$ cat src/trellis_pkg.sv
`default_nettype none

package trellis_pkg;

   // ------------------------------------------------------------
   // code constants, K = 4, rate 1/2
   // ------------------------------------------------------------
   localparam int NUM_STATES  = 8;
   localparam int STATE_BITS  = 3;
   localparam int METRIC_BITS = 8;

   // tap vector is {new bit, s[0], s[1], s[2]}, newest tap in the MSB
   localparam logic [STATE_BITS:0] GEN_A = 4'b1101;   // 15 octal, symbol bit 1
   localparam logic [STATE_BITS:0] GEN_B = 4'b1111;   // 17 octal, symbol bit 0

   typedef logic [STATE_BITS-1:0]  state_t;     // newest input bit in the lsb
   typedef logic [1:0]             symbol_t;    // {gen_a out, gen_b out}
   typedef logic [METRIC_BITS-1:0] metric_t;
   typedef logic [NUM_STATES-1:0]  decision_t;  // one survivor bit per state

   // expected symbol for the transition out of old_state on new_bit
   function automatic symbol_t trans_symbol(state_t old_state, logic new_bit);
      logic [STATE_BITS:0] taps;
      taps = {new_bit, old_state[0], old_state[1], old_state[2]};
      return {^(taps & GEN_A), ^(taps & GEN_B)};
   endfunction

   // predecessor of s when the survivor bit is d
   // the dropped oldest bit comes back in at the top
   function automatic state_t prev_state(state_t s, logic d);
      return {d, s[STATE_BITS-1:1]};
   endfunction

endpackage

`default_nettype wire

$ cat src/memory_pkg.sv
`default_nettype none

package memory_pkg;

   // ------------------------------------------------------------
   // survivor storage geometry
   // ------------------------------------------------------------
   localparam int NUM_BANKS = 4;    // one written, two read, one idle
   localparam int BLOCK_LEN = 32;   // words per bank, bits per decoded block

   localparam int ADDR_BITS = $clog2(BLOCK_LEN);
   localparam int BANK_BITS = $clog2(NUM_BANKS);

   typedef logic [ADDR_BITS-1:0] addr_t;   // address within one bank
   typedef logic [BANK_BITS-1:0] bank_t;   // bank index, wraps mod 4

endpackage

`default_nettype wire

$ cat src/survivor_rd_if.sv
`timescale 1ns/10ps
`default_nettype none

interface survivor_rd_if import trellis_pkg::*, memory_pkg::*; ();
   logic      start;       // one cycle, begins a traceback turn
   decision_t conv_word;   // convergence bank word at step
   decision_t dec_word;    // decode bank word at step
   addr_t     step;        // shared read address

   modport mem (
      output start,
      output conv_word,
      output dec_word,
      input  step
   );

   modport tbu (
      input  start,
      input  conv_word,
      input  dec_word,
      output step
   );
endinterface

`default_nettype wire

$ cat src/path_metric_unit.sv
`timescale 1ns/10ps
`default_nettype none

module path_metric_unit import trellis_pkg::*; (
   input  logic      clk,
   input  logic      rst,
   input  logic      enable_i,
   input  symbol_t   symbol_i,
   output decision_t decision_o,
   output logic      dec_valid_o
);

   metric_t                pm_q [NUM_STATES];
   metric_t                pm_nx [NUM_STATES];
   logic [NUM_STATES-1:0]  valid_q;
   logic [NUM_STATES-1:0]  valid_nx;
   logic [NUM_STATES-1:0]  msb;
   decision_t              dec_nx;
   decision_t              decision_q;
   logic                   dec_valid_q;
   logic                   norm;

   // hamming distance between two 2-bit symbols
   function automatic logic [1:0] sym_dist(symbol_t a, symbol_t b);
      symbol_t x;
      x = a ^ b;
      return {1'b0, x[1]} + {1'b0, x[0]};
   endfunction

   assign norm = &msb;   // every metric past half range

   // ------------------------------------------------------------
   // add-compare-select, one per next state
   // ------------------------------------------------------------
   for (genvar s = 0; s < NUM_STATES; s++) begin : g_acs
      state_t                ns;
      state_t                p0;
      state_t                p1;
      logic [1:0]            bm0;
      logic [1:0]            bm1;
      logic [METRIC_BITS:0]  c0;
      logic [METRIC_BITS:0]  c1;
      logic [METRIC_BITS:0]  sum;
      logic                  pick1;

      assign ns  = state_t'(s);
      assign p0  = prev_state(ns, 1'b0);
      assign p1  = prev_state(ns, 1'b1);
      assign bm0 = sym_dist(symbol_i, trans_symbol(p0, ns[0]));
      assign bm1 = sym_dist(symbol_i, trans_symbol(p1, ns[0]));

      assign c0 = {1'b0, pm_q[p0]} + {{(METRIC_BITS-1){1'b0}}, bm0};
      assign c1 = {1'b0, pm_q[p1]} + {{(METRIC_BITS-1){1'b0}}, bm1};

      // an unreached predecessor always loses, ties go to p0
      assign pick1 = valid_q[p1] && (!valid_q[p0] || (c1 < c0));
      assign sum   = pick1 ? c1 : c0;

      assign dec_nx[s]   = pick1;
      assign valid_nx[s] = valid_q[p0] | valid_q[p1];
      assign msb[s]      = pm_q[s][METRIC_BITS-1];
      assign pm_nx[s]    = norm ? {1'b0, sum[METRIC_BITS-2:0]} : sum[METRIC_BITS-1:0];

      // metric spread stays small, so a reached state never carries out
      a_no_wrap: assert property (@(posedge clk) disable iff (!rst)
         enable_i && valid_nx[s] |-> !sum[METRIC_BITS]);
   end

   // ------------------------------------------------------------
   // metric and validity registers
   // ------------------------------------------------------------
   always_ff @(posedge clk or negedge rst) begin
      if (!rst) begin
         pm_q        <= '{default: '0};
         valid_q     <= NUM_STATES'(1);   // only state 0 reached
         dec_valid_q <= 1'b0;
      end else if (!enable_i) begin
         pm_q        <= '{default: '0};
         valid_q     <= NUM_STATES'(1);
         dec_valid_q <= 1'b0;
      end else begin
         pm_q        <= pm_nx;
         valid_q     <= valid_nx;
         dec_valid_q <= 1'b1;
      end
   end

   always_ff @(posedge clk) begin
      if (enable_i)
         decision_q <= dec_nx;
   end

   assign decision_o  = decision_q;
   assign dec_valid_o = dec_valid_q;

endmodule

`default_nettype wire

$ cat src/survivor_memory.sv
`timescale 1ns/10ps
`default_nettype none

module survivor_memory import trellis_pkg::*, memory_pkg::*; (
   input  logic       clk,
   input  logic       rst,
   input  logic       enable_i,
   input  decision_t  decision_i,
   input  logic       dec_valid_i,
   survivor_rd_if.mem rd0,
   survivor_rd_if.mem rd1
);

   decision_t  mem_q [NUM_BANKS][BLOCK_LEN];
   addr_t      wr_addr_q;
   bank_t      wr_bank_q;
   logic       have_prev_q;          // first block already stored
   logic       next_unit_q;          // unit that gets the next start
   logic [1:0] start_q;
   logic [1:0] armed_q;              // unit holds a latched bank pair
   bank_t      conv_bank_q [2];
   bank_t      dec_bank_q [2];
   logic       blk_done;

   assign blk_done = dec_valid_i && (wr_addr_q == addr_t'(BLOCK_LEN-1));

   // ------------------------------------------------------------
   // decision storage, one word per symbol
   // ------------------------------------------------------------
   always_ff @(posedge clk) begin
      if (dec_valid_i)
         mem_q[wr_bank_q][wr_addr_q] <= decision_i;
   end

   // ------------------------------------------------------------
   // write pointer, bank rotation and start scheduling
   // ------------------------------------------------------------
   always_ff @(posedge clk or negedge rst) begin
      if (!rst) begin
         wr_addr_q   <= '0;
         wr_bank_q   <= '0;
         have_prev_q <= 1'b0;
         next_unit_q <= 1'b0;
         start_q     <= '0;
         armed_q     <= '0;
         conv_bank_q <= '{default: '0};
         dec_bank_q  <= '{default: '0};
      end else if (!enable_i) begin
         wr_addr_q   <= '0;
         wr_bank_q   <= '0;           // rotation restarts at bank 0
         have_prev_q <= 1'b0;
         next_unit_q <= 1'b0;
         start_q     <= '0;
         armed_q     <= '0;
      end else begin
         start_q <= '0;
         if (dec_valid_i)
            wr_addr_q <= wr_addr_q + 1'b1;   // wraps at BLOCK_LEN
         if (blk_done) begin
            wr_bank_q   <= wr_bank_q + 1'b1;
            have_prev_q <= 1'b1;
            if (have_prev_q) begin
               start_q[next_unit_q]     <= 1'b1;
               armed_q[next_unit_q]     <= 1'b1;
               conv_bank_q[next_unit_q] <= wr_bank_q;          // block just done
               dec_bank_q[next_unit_q]  <= wr_bank_q - 1'b1;   // block before it
               next_unit_q              <= ~next_unit_q;
            end
         end
      end
   end

   // combinational reads for both traceback units
   assign rd0.start     = start_q[0];
   assign rd0.conv_word = mem_q[conv_bank_q[0]][rd0.step];
   assign rd0.dec_word  = mem_q[dec_bank_q[0]][rd0.step];

   assign rd1.start     = start_q[1];
   assign rd1.conv_word = mem_q[conv_bank_q[1]][rd1.step];
   assign rd1.dec_word  = mem_q[dec_bank_q[1]][rd1.step];

   // writer never lands in a bank a traceback unit is reading
   for (genvar u = 0; u < 2; u++) begin : g_chk
      a_bank_free: assert property (@(posedge clk) disable iff (!rst)
         armed_q[u] |-> (wr_bank_q != conv_bank_q[u]) && (wr_bank_q != dec_bank_q[u]));
   end

endmodule

`default_nettype wire

$ cat src/traceback_unit.sv
`timescale 1ns/10ps
`default_nettype none

module traceback_unit import trellis_pkg::*, memory_pkg::*; (
   input  logic       clk,
   input  logic       rst,
   input  logic       enable_i,
   survivor_rd_if.tbu rd,
   output logic       bit_o,
   output logic       bit_valid_o,
   output logic       block_end_o
);

   state_t    state_q;
   addr_t     step_q;
   logic      active_q;
   logic      decode_q;    // 0 convergence pass, 1 decode pass
   decision_t word;

   assign rd.step = step_q;
   assign word    = decode_q ? rd.dec_word : rd.conv_word;

   // ------------------------------------------------------------
   // one trellis step back per cycle, 2 x BLOCK_LEN steps a turn
   // ------------------------------------------------------------
   always_ff @(posedge clk or negedge rst) begin
      if (!rst) begin
         state_q  <= '0;
         step_q   <= '0;
         active_q <= 1'b0;
         decode_q <= 1'b0;
      end else if (!enable_i) begin
         state_q  <= '0;
         step_q   <= '0;
         active_q <= 1'b0;
         decode_q <= 1'b0;
      end else if (rd.start) begin
         // a new turn may land on the last step of the previous one
         state_q  <= '0;              // arbitrary start, converges
         step_q   <= addr_t'(BLOCK_LEN-1);
         active_q <= 1'b1;
         decode_q <= 1'b0;
      end else if (active_q) begin
         state_q <= prev_state(state_q, word[state_q]);
         step_q  <= step_q - 1'b1;
         if (step_q == '0) begin
            decode_q <= ~decode_q;
            if (decode_q)
               active_q <= 1'b0;    // both passes done
         end
      end
   end

   // bits leave newest first, lsb of the state is the input bit
   assign bit_o       = state_q[0];
   assign bit_valid_o = active_q & decode_q;
   assign block_end_o = bit_valid_o & (step_q == '0);

endmodule

`default_nettype wire

$ cat src/bit_reorder.sv
`timescale 1ns/10ps
`default_nettype none

module bit_reorder import memory_pkg::*; (
   input  logic clk,
   input  logic rst,
   input  logic enable_i,
   input  logic bit0_i,
   input  logic bit_valid0_i,
   input  logic block_end0_i,
   input  logic bit1_i,
   input  logic bit_valid1_i,
   input  logic block_end1_i,
   output logic d_out_o,
   output logic d_valid_o
);

   logic [1:0] bit_in;
   logic [1:0] bit_vld;
   logic [1:0] blk_end;
   logic [1:0] rd_bits;      // buffer bit at rd_idx_q, per unit
   addr_t      rd_idx_q;
   logic       rd_active_q;
   logic       rd_sel_q;
   logic       d_out_q;
   logic       d_valid_q;

   assign bit_in  = {bit1_i, bit0_i};
   assign bit_vld = {bit_valid1_i, bit_valid0_i};
   assign blk_end = {block_end1_i, block_end0_i};

   // ------------------------------------------------------------
   // reversal buffers, filled from the top down
   // ------------------------------------------------------------
   for (genvar u = 0; u < 2; u++) begin : g_rev
      logic [BLOCK_LEN-1:0] rev_q;
      addr_t                wr_idx_q;

      always_ff @(posedge clk) begin
         if (bit_vld[u])
            rev_q[wr_idx_q] <= bit_in[u];
      end

      always_ff @(posedge clk or negedge rst) begin
         if (!rst)
            wr_idx_q <= addr_t'(BLOCK_LEN-1);
         else if (!enable_i)
            wr_idx_q <= addr_t'(BLOCK_LEN-1);
         else if (bit_vld[u])
            wr_idx_q <= wr_idx_q - 1'b1;   // newest bit goes highest
      end

      assign rd_bits[u] = rev_q[rd_idx_q];
   end

   // ------------------------------------------------------------
   // forward read and merged output
   // ------------------------------------------------------------
   always_ff @(posedge clk or negedge rst) begin
      if (!rst) begin
         rd_active_q <= 1'b0;
         rd_sel_q    <= 1'b0;
         rd_idx_q    <= '0;
         d_out_q     <= 1'b0;
         d_valid_q   <= 1'b0;
      end else if (!enable_i) begin
         rd_active_q <= 1'b0;
         rd_sel_q    <= 1'b0;
         rd_idx_q    <= '0;
         d_out_q     <= 1'b0;
         d_valid_q   <= 1'b0;
      end else begin
         d_valid_q <= rd_active_q;
         d_out_q   <= rd_active_q & rd_bits[rd_sel_q];
         if (|blk_end) begin
            // other unit hands over right after our last read
            rd_active_q <= 1'b1;
            rd_sel_q    <= blk_end[1];
            rd_idx_q    <= '0;
         end else if (rd_active_q) begin
            rd_idx_q <= rd_idx_q + 1'b1;
            if (rd_idx_q == addr_t'(BLOCK_LEN-1))
               rd_active_q <= 1'b0;
         end
      end
   end

   assign d_out_o   = d_out_q;
   assign d_valid_o = d_valid_q;

   // the units decode one block apart, never in the same cycle
   a_one_writer: assert property (@(posedge clk) disable iff (!rst)
      !(bit_valid0_i && bit_valid1_i));

endmodule

`default_nettype wire

$ cat src/viterbi_decoder.sv
`timescale 1ns/10ps
`default_nettype none

module viterbi_decoder import trellis_pkg::*; (
   input  logic    clk,
   input  logic    rst,
   input  logic    enable_i,
   input  symbol_t d_in_i,
   output logic    d_out_o,
   output logic    d_valid_o
);

   decision_t decision;
   logic      dec_valid;
   logic      bit0;
   logic      bit_valid0;
   logic      block_end0;
   logic      bit1;
   logic      bit_valid1;
   logic      block_end1;

   survivor_rd_if rd0_if ();
   survivor_rd_if rd1_if ();

   // ------------------------------------------------------------
   // metrics -> survivors -> two tracebacks -> reorder
   // ------------------------------------------------------------
   path_metric_unit u_pmu (
      .clk         (clk),
      .rst         (rst),
      .enable_i    (enable_i),
      .symbol_i    (d_in_i),
      .decision_o  (decision),
      .dec_valid_o (dec_valid)
   );

   survivor_memory u_smem (
      .clk         (clk),
      .rst         (rst),
      .enable_i    (enable_i),
      .decision_i  (decision),
      .dec_valid_i (dec_valid),
      .rd0         (rd0_if.mem),
      .rd1         (rd1_if.mem)
   );

   traceback_unit tbu_0 (
      .clk         (clk),
      .rst         (rst),
      .enable_i    (enable_i),
      .rd          (rd0_if.tbu),
      .bit_o       (bit0),
      .bit_valid_o (bit_valid0),
      .block_end_o (block_end0)
   );

   traceback_unit tbu_1 (
      .clk         (clk),
      .rst         (rst),
      .enable_i    (enable_i),
      .rd          (rd1_if.tbu),
      .bit_o       (bit1),
      .bit_valid_o (bit_valid1),
      .block_end_o (block_end1)
   );

   bit_reorder u_reorder (
      .clk          (clk),
      .rst          (rst),
      .enable_i     (enable_i),
      .bit0_i       (bit0),
      .bit_valid0_i (bit_valid0),
      .block_end0_i (block_end0),
      .bit1_i       (bit1),
      .bit_valid1_i (bit_valid1),
      .block_end1_i (block_end1),
      .d_out_o      (d_out_o),
      .d_valid_o    (d_valid_o)
   );

endmodule

`default_nettype wire

$ cat config.mk
export PLATFORM = sky130hd
export DESIGN_NAME = viterbi_decoder
export DESIGN_NICKNAME = d
export VERILOG_FILES = /design/src/trellis_pkg.sv /design/src/memory_pkg.sv /design/src/survivor_rd_if.sv /design/src/path_metric_unit.sv /design/src/survivor_memory.sv /design/src/traceback_unit.sv /design/src/bit_reorder.sv /design/src/viterbi_decoder.sv
export SDC_FILE = /design/constraint.sdc
export NUM_CORES = 2
export LEC_CHECK = 0
export BUFFER_PORTS_ARGS = -buffer_cell sky130_fd_sc_hd__clkbuf_2
export CAP_MARGIN = 20
export CORE_ASPECT_RATIO = 1.5
export CORE_MARGIN = 10
export CORE_UTILIZATION = 40
export CTS_CLUSTER_SIZE = 8
export DETAILED_ROUTE_END_ITERATION = 6
export HOLD_SLACK_MARGIN = 0.05
export PLACE_DENSITY = 0.53
export SLEW_MARGIN = 0
export SYNTH_ARGS = -nofsm -noshare
export SYNTH_HDL_FRONTEND = slang
export SYNTH_SLANG_ARGS = --single-unit
$ cat constraint.sdc
create_clock -name clk -period 6.2 [get_ports clk]
set_input_delay 1.55 -clock clk [delete_from_list [all_inputs] [get_ports clk]]
set_output_delay 1.55 -clock clk [all_outputs]
set_load 0.1 [all_outputs]
# Word level (Yosys, flattened, before mapping)
# Memory sizes are Yosys's and may differ from the RTL's.
# Cells that the tools add are included.
[word_totals]
register_bits = 203
mem_bits_rw = 1024
in_bits = 5
out_inout_bits = 2
wordCells = 272
mem_count = 1
[mem_list]
columns = ["name", "depth", "word_bits", "rd", "rd_ports_with_merged_regs", "wr", "line", "text"]
rows = [
  ["u_smem.mem_q", 4, 256, 4, 0, 1, "survivor_memory.sv:14", "decision_t mem_q [NUM_BANKS][BLOCK_LEN];"],
]
[op_classes]
n_addsub = 28
order_cmp = 24
eq_ne = 13
mux = 116
bitwise_logic = 19
n_reduce_logical = 34
[ops]
columns = ["operator", "count"]
rows = [
  ["$mux W256", 1],
  ["$mux W8", 28],
  ["$bmux W8 S5", 4],
  ["$add A8 B2 Y9", 16],
  ["$mux W5", 15],
  ["$lt A9 B9 Y1", 8],
  ["$bwmux W32", 2],
  ["$mux W64", 1],
  ["$mux W1", 42],
  ["$demux W8 S5", 1],
  ["$sub A5 B1 Y5 const B", 4],
  ["$ge A6 B6 Y1 const B", 3],
  ["$lt A5 B6 Y1 const B", 3],
  ["$mux W3", 6],
  ["$not A5 Y6", 3],
  ["$ne A3 B1 Y1 const B", 5],
  ["$logic_and A1 B1 Y1", 14],
  ["$mux W2", 6],
  ["$ne A2 B1 Y1 const B", 6],
  ["$add A5 B1 Y5 const B", 2],
  ["$bmux W1 S5", 2],
  ["$demux W1 S5", 2],
  ["$eq A5 B5 Y1 const B", 2],
  ["$ge A5 B1 Y1 const B", 2],
  ["25 further kinds", 56],
]

# Longest topological paths before layout
[depth]
ltp_word = 10
depth_mapped = 18
mapped_depth_nobuf = 18

# Hierarchy
# Synthesis repeated with hierarchy kept, for this count alone.
[unflattened]
hier_cells = 4237
hier_area_um2 = 77305.4
[by_module_without_submodules]
columns = ["module", "n_inst", "cells_per_inst", "area_each_um2", "seq_area_each_um2"]
rows = [
  ["survivor_memory", 1, 2974, 64747.1, 31224.9],
  ["path_metric_unit", 1, 873, 7463.4, 1968.1],
  ["bit_reorder", 1, 284, 3833.7, 2409.8],
  ["traceback_unit", 2, 53, 630.6, 250.2],
]

# Worst setup path before layout
# Ideal clock, no wire load.
[synth_timing]
path_kind = "input port to flip-flop"
from = "input d_in_i[0]"
to = "register u_pmu.pm_q, in the netlist u_pmu.msb[4]"
setup_time_ns = 0.096
t_arrival_ns = 4.580
required_time_ns = 6.104
setup_slack_ns = 1.524
path_stages = 18
path_buffers = 1
path_cell_list = "inv_1 ha_1 inv_1 ha_1 nor2b_1 o21ai_0 o21ai_0 and2_1 xor2_1 ha_1 a21o_1 a21o_1 a21oi_1 o21a_1 o21ai_0 clkbuf_1 nor2_1 a211oi_1"
[synth_between]
elab_chain_len = 9
word_cells_on_any_way = 11
classes_between = "4 x add/sub; 1 x order compare; 3 x mux; 1 x bitwise; 2 x reduce/logical"
[synth_lines]
columns = ["item", "line", "text"]
rows = [
  ["start: declaration", "viterbi_decoder.sv:8", "input symbol_t d_in_i,"],
  ["$not A1 Y1 (no source line)", "--", ""],
  ["$add A1 B1 Y2", "path_metric_unit.sv:27", "return {1'b0, x[1]} + {1'b0, x[0]};"],
  ["$add A8 B2 Y9", "path_metric_unit.sv:52", "assign c0 = {1'b0, pm_q[p0]} + {{(METRIC_BITS-1){1'b0}}, bm0};"],
  ["$lt A9 B9 Y1", "path_metric_unit.sv:56", "assign pick1 = valid_q[p1] && (!valid_q[p0] || (c1 < c0));"],
  ["$logic_or A1 B1 Y1", "path_metric_unit.sv:56", ""],
  ["$logic_and A1 B1 Y1", "path_metric_unit.sv:56", ""],
  ["$mux W8 (*)", "path_metric_unit.sv:57", "assign sum = pick1 ? c1 : c0;"],
  ["$mux W8 (*)", "path_metric_unit.sv:62", "assign pm_nx[s] = norm ? {1'b0, sum[METRIC_BITS-2:0]} : sum[METRIC_BITS-1:0];"],
  ["$mux W64 (*)", "path_metric_unit.sv:77", "end else if (!enable_i) begin"],
  ["end signal: assignment", "path_metric_unit.sv:82", "pm_q <= pm_nx;"],
  ["end: declaration", "path_metric_unit.sv:13", "metric_t pm_q [NUM_STATES];"],
]
# Every way passes the cells marked *; elsewhere a longest branch is shown, timed or not.
# A chain may end at the register's enable or synchronous reset.

# Worst setup path in the final report
[layout_timing]
from = "register tbu_0.step_q[0] (netlist: tbu_0.rd.step[0])"
to = "register tbu_0.state_q[2]"
[layout_between]
elab_chain_len = 10
word_cells_on_any_way = 13
classes_between = "12 x mux; 1 x bitwise"
[layout_lines]
columns = ["item", "line", "text"]
rows = [
  ["start: declaration", "traceback_unit.sv:15", "addr_t step_q;"],
  ["start signal: assignment", "traceback_unit.sv:40", "step_q <= addr_t'(BLOCK_LEN-1);"],
  ["start signal: assignment", "traceback_unit.sv:45", "step_q <= step_q - 1'b1;"],
  ["$not A5 Y6 (implied by the code) (*)", "survivor_memory.sv:75, survivor_memory.sv:76", ""],
  ["$bmux W8 S5, on equally long branches", "survivor_memory.sv:75, survivor_memory.sv:76", ""],
  ["$mux W8, on equally long branches (2 in a row)", "survivor_memory.sv:75, survivor_memory.sv:76", ""],
  ["$mux W8 (*)", "traceback_unit.sv:21", "assign word = decode_q ? rd.dec_word : rd.conv_word;"],
  ["$bmux W1 S3 (*)", "traceback_unit.sv:44", "state_q <= prev_state(state_q, word[state_q]);"],
  ["$mux W1 (implied by the code) (*)", "traceback_unit.sv:44", ""],
  ["$mux W3 (*)", "traceback_unit.sv:43", "end else if (active_q) begin"],
  ["$mux W3 (*)", "traceback_unit.sv:37", "end else if (rd.start) begin"],
  ["$mux W3 (*)", "traceback_unit.sv:32", "end else if (!enable_i) begin"],
  ["end signal: assignment", "traceback_unit.sv:44", ""],
  ["end: declaration", "traceback_unit.sv:14", "state_t state_q;"],
]
# Every way passes the cells marked *; elsewhere a longest branch is shown, timed or not. The select of a mux whose other input is x is not followed.

==> metrics.md <==
| Metric | Value |
|---|---|
| Leak | 26.8 nW |
| Crit-path cells | buf_4, inv_8, nor2_2, a221oi_1, o21ai_0, o22ai_1, nor2_1, nor4_1, nor2_1, nand4_1, nor3_1 |
| Post-Synthesis Cell Area | 77,900 um2 |
| Reg2reg setup slack | 1.35 ns |
| Hold/Removal Path Class | reg2reg |
| DRC violations left | 0 |
| Mean Syn Cell Area | 15.8 um2 |
| Flop pwr share | 0.465 |
| Starting density of the core | 0.402 |
| Clock share of power | 0.448 |
| F_max | 206 MHz |
| Setup TNS | 0 ns |
| Fraction of registers with async set/reset | 0.104 |
| Vias in the first global route | 52.9k |
| Period minus WS final | 4.85 ns |
| Post-CTS Setup Repair Bufs | 0 |
| Largest net degree at the start of global routing | 113 |
| Final nets | 5,002 |
| Sinks on Clock Net | 1,223 |
| Relative slew slack | 0.126 |
| Layout cells sized above 1 | 0.310 |
| Total Routed Length | approximately 320 mm |
| Worst slack at placement | roughly 0.89 ns |
| Area Growth Syn to Fin | 9.88% |
| Data arrival time of the worst path | 5.64 ns |
| Mean number of vias per cell | 6.99 |
| Internal power | 15.3 mW |
| Hold Fails Final Rpt | 0 |
| Final worst-path cycle share | 0.782 |
| Remaining global-route overflow | 0 |
| Hold WS | 0.531 ns |
| Post-route setup slack | around 1.4 ns |
| Seq/Total Area, Yosys | 0.463 |
| Netlist cell types | 79 |
| Fill count | 17.1k |
| Psw | 5.13 mW |
| Core ar. | 194,000 um2 |
| CP most frequent cell | nor2_1 |
| Final Slew Violations | 0 |
| Count of final setup violators | 0 |
| Power Dens Cells | approximately 240 nW/um2 |
| DRT iter0 DRCs | between 7k and 8k |
| Synth warn | 0 |
| Total power | 20.4 mW |
| First-pass GRT wire length | 435 mm |
| H-Tree Depth | 4 |
| Mapped Cells | 4,933 |
| Sw Ratio | 0.251 |
| Crit path required time | 7.00 ns |
| TritonCTS buffer count | 179 |
| Worst-Skew Late Latency | roughly 0.9 ns |
| Clock slew at reported path FFs | 0.06 ns |
| Worst path slowest cell | nor2_2 |
| IO Port Bufs | 6 |
| Flops & latches, synth | ~1.2k |
| Layout Skew | 0.0794 ns |
| Max Cap Viol | 0 |
| Max Root-Sink Buffers | 4 |
| Post-cts repair resize count | 0 |
| Critical Path Start Type | register |
| Root Driver | clkbuf_16 |
| Core Util, Final | 0.441 |
| CTS tree | done |
| Initial antenna violation count | 20 |
| CTS Hold Bufs | 0 |
| Die Width | 380 um |
| Detail Route Antenna Nets | 0 |
| Most frequent cells in the layout | edfxtp_1 (1,096), mux4_2 (1,080), nor2_1 (286), mux2i_1 (255), nand2_1 (224) |
| Initial DRT Pass Iterations | 6 |
| Full die area | 213,000 um2 |
| Syn Nets | 5,057 |
| GRT Util Overall | 0.290 |
| CP Buf/Inv Count | 2 |
| Comb pwr share | 0.087 |
| Outcome | completed |
| Crit end category | register |
| Hpwl dp | 211 mm |
| Least-Margin Pin Slew | 1.30 ns |
| Commonest non-fill, non-tap cell in the layout | edfxtp_1 |
| VDD IR max | 0.173 mV |
| Worst-path fanout max | 61 |
| Cell row count | between 150 and 200 |
| # IOs | 7 |
| Vias | 53.0k |
| Crit Path Class | reg2reg |
| Largest delay share family, worst path | simple AND/OR/NAND/NOR gates |
| Largest stage delay on the critical path | 1.00 ns |
| Die H | 561 um |
| WL per Instance | about 42 um |
| Primary FF master, synth | edfxtp_1 |
| Unrepaired setup endpoints after global routing | no |
| Final GP Congestion | 1.03 |
| Post-synth EDFFs | 1,096 |
cells by family after synthesis:
kind of cell    share of synthesized area
fa+ha+maj                          0.0191
xor+xnor                           0.0151
flops                               0.463
buf+inv                            0.0355
compound gates                     0.0599
simple gates                       0.0578
mux                                 0.349
metal layers:
layer	vias to the layer above	track usage	part of all wire
met3	966	0.0620	0.087
met5	-	0	0.00028
li1	20659	-	-
met1	28151	0.335	0.34
met2	3231	0.471	0.48
met4	14	0.222	0.094
worst register-to-register path: stages, from the launching register on:
cell and delay [ns]:
dfrtp_4 0.94, buf_4 0.50, inv_8 0.29, nor2_2 1.07
a221oi_1 0.35, o21ai_0 0.47, o22ai_1 0.40, nor2_1 0.23
nor4_1 0.07, nor2_1 0.13, nand4_1 0.12, nor3_1 0.21
cell usage after synthesis, drive strengths merged (5+ instances only):
master   number  share of area
edfxtp     1096           0.42
mux4       1087           0.31
nor2        293          0.014
buf         256          0.025
mux2i       255          0.033
nand2       225          0.011
clkbuf      184         0.0089
and2        153          0.012
a21oi       138         0.0089
ha          119          0.019
dfrtp       116          0.037
o21ai       104         0.0067
a22oi        92         0.0089
xor2         82         0.0092
nand3        65         0.0042
a221oi       57         0.0064
a211oi       54         0.0053
xnor2        52         0.0058
o221ai       42         0.0047
inv          41         0.0020
nor2b        41         0.0033
nor3         39         0.0025
a21o         36         0.0035
nand4        33         0.0026
o22ai        30         0.0024
nand2b       22         0.0018
o211ai       22         0.0021
and3         20         0.0016
o21a         18         0.0017
a2111oi      13         0.0016
a31oi        13         0.0010
mux2         13         0.0019
nand3b       12         0.0012
dfstp        11         0.0037
a21boi       10        0.00096
nor4         10        0.00080
and4          6        0.00067
a32oi         5        0.00056
o2111ai       5        0.00056
o31ai         5        0.00048
power by group through the flow:
stage	Clock [mW]	Sequential [mW]	Combinational, mW
floorplan	0	9.66	1.12
global placement	0	9.67	1.74
detailed placement	0	9.66	1.75
CTS	9.25	9.51	1.76
global route	9.60	9.51	1.94
finish	9.16	9.51	1.77
path summary, 6_finish.rpt:
kind | to | from | cells after the start
worst max-delay path | tbu_0.state_q[2] | tbu_0.rd.step[0] | 11
worst min-delay path | u_reorder.g_rev[0].wr_idx_q[1] | u_reorder.g_rev[0].wr_idx_q[1] | 2
worst max register to register | tbu_0.state_q[2] | tbu_0.rd.step[0] | 11
worst min register to register | u_reorder.g_rev[0].wr_idx_q[1] | u_reorder.g_rev[0].wr_idx_q[1] | 2
max in group asynchronous | u_smem.conv_bank_q[1] | rst | 2
min in group asynchronous | u_pmu.pm_q[14] | rst | 1
stage by stage:
| step | instances | cell area, um2 |
|---|---|---|
| 3_5_place_dp | 7297 | 80600 |
| 3_3_place_gp | 7292 | 80600 |
| 4_1_cts | 7576 | 85600 |
| 6_report | 7581 | 85600 |
| 5_1_grt | 7577 | 85600 |
| 2_1_floorplan | 4933 | 77900 |
registers in the layout (all words and copies together), names as in the netlist, 4 cells and up:
register	count
u_reorder.g_rev.rev_q	64
u_reorder.rd_idx_q	5
u_pmu.valid_q	4
tbu_1.rd.step	5
u_smem.conv_bank_q	4
u_pmu.msb	8
u_smem.mem_q	1024
u_pmu.pm_q	56
tbu_0.rd.step	5
u_pmu.decision_o	8
u_smem.wr_addr_q	5
u_smem.dec_bank_q	4
u_reorder.g_rev.wr_idx_q	10
final cells by class:
type / count / area [um2] / area share
Clock inverter: 6 / 110 / 0.00129
Antenna cell: 5 / 12.5 / 0.000146
Sequential cell: 1223 / 36200 / 0.422
Timing Repair Buffer: 204 / 1950 / 0.0228
Tap cell: 2600 / 3250 / 0.0380
Inverter: 44 / 180 / 0.00210
Clock buffer: 273 / 4850 / 0.0567
Multi-Input combinational cell: 3226 / 39100 / 0.457
Power figures use the tool's default switching activity.
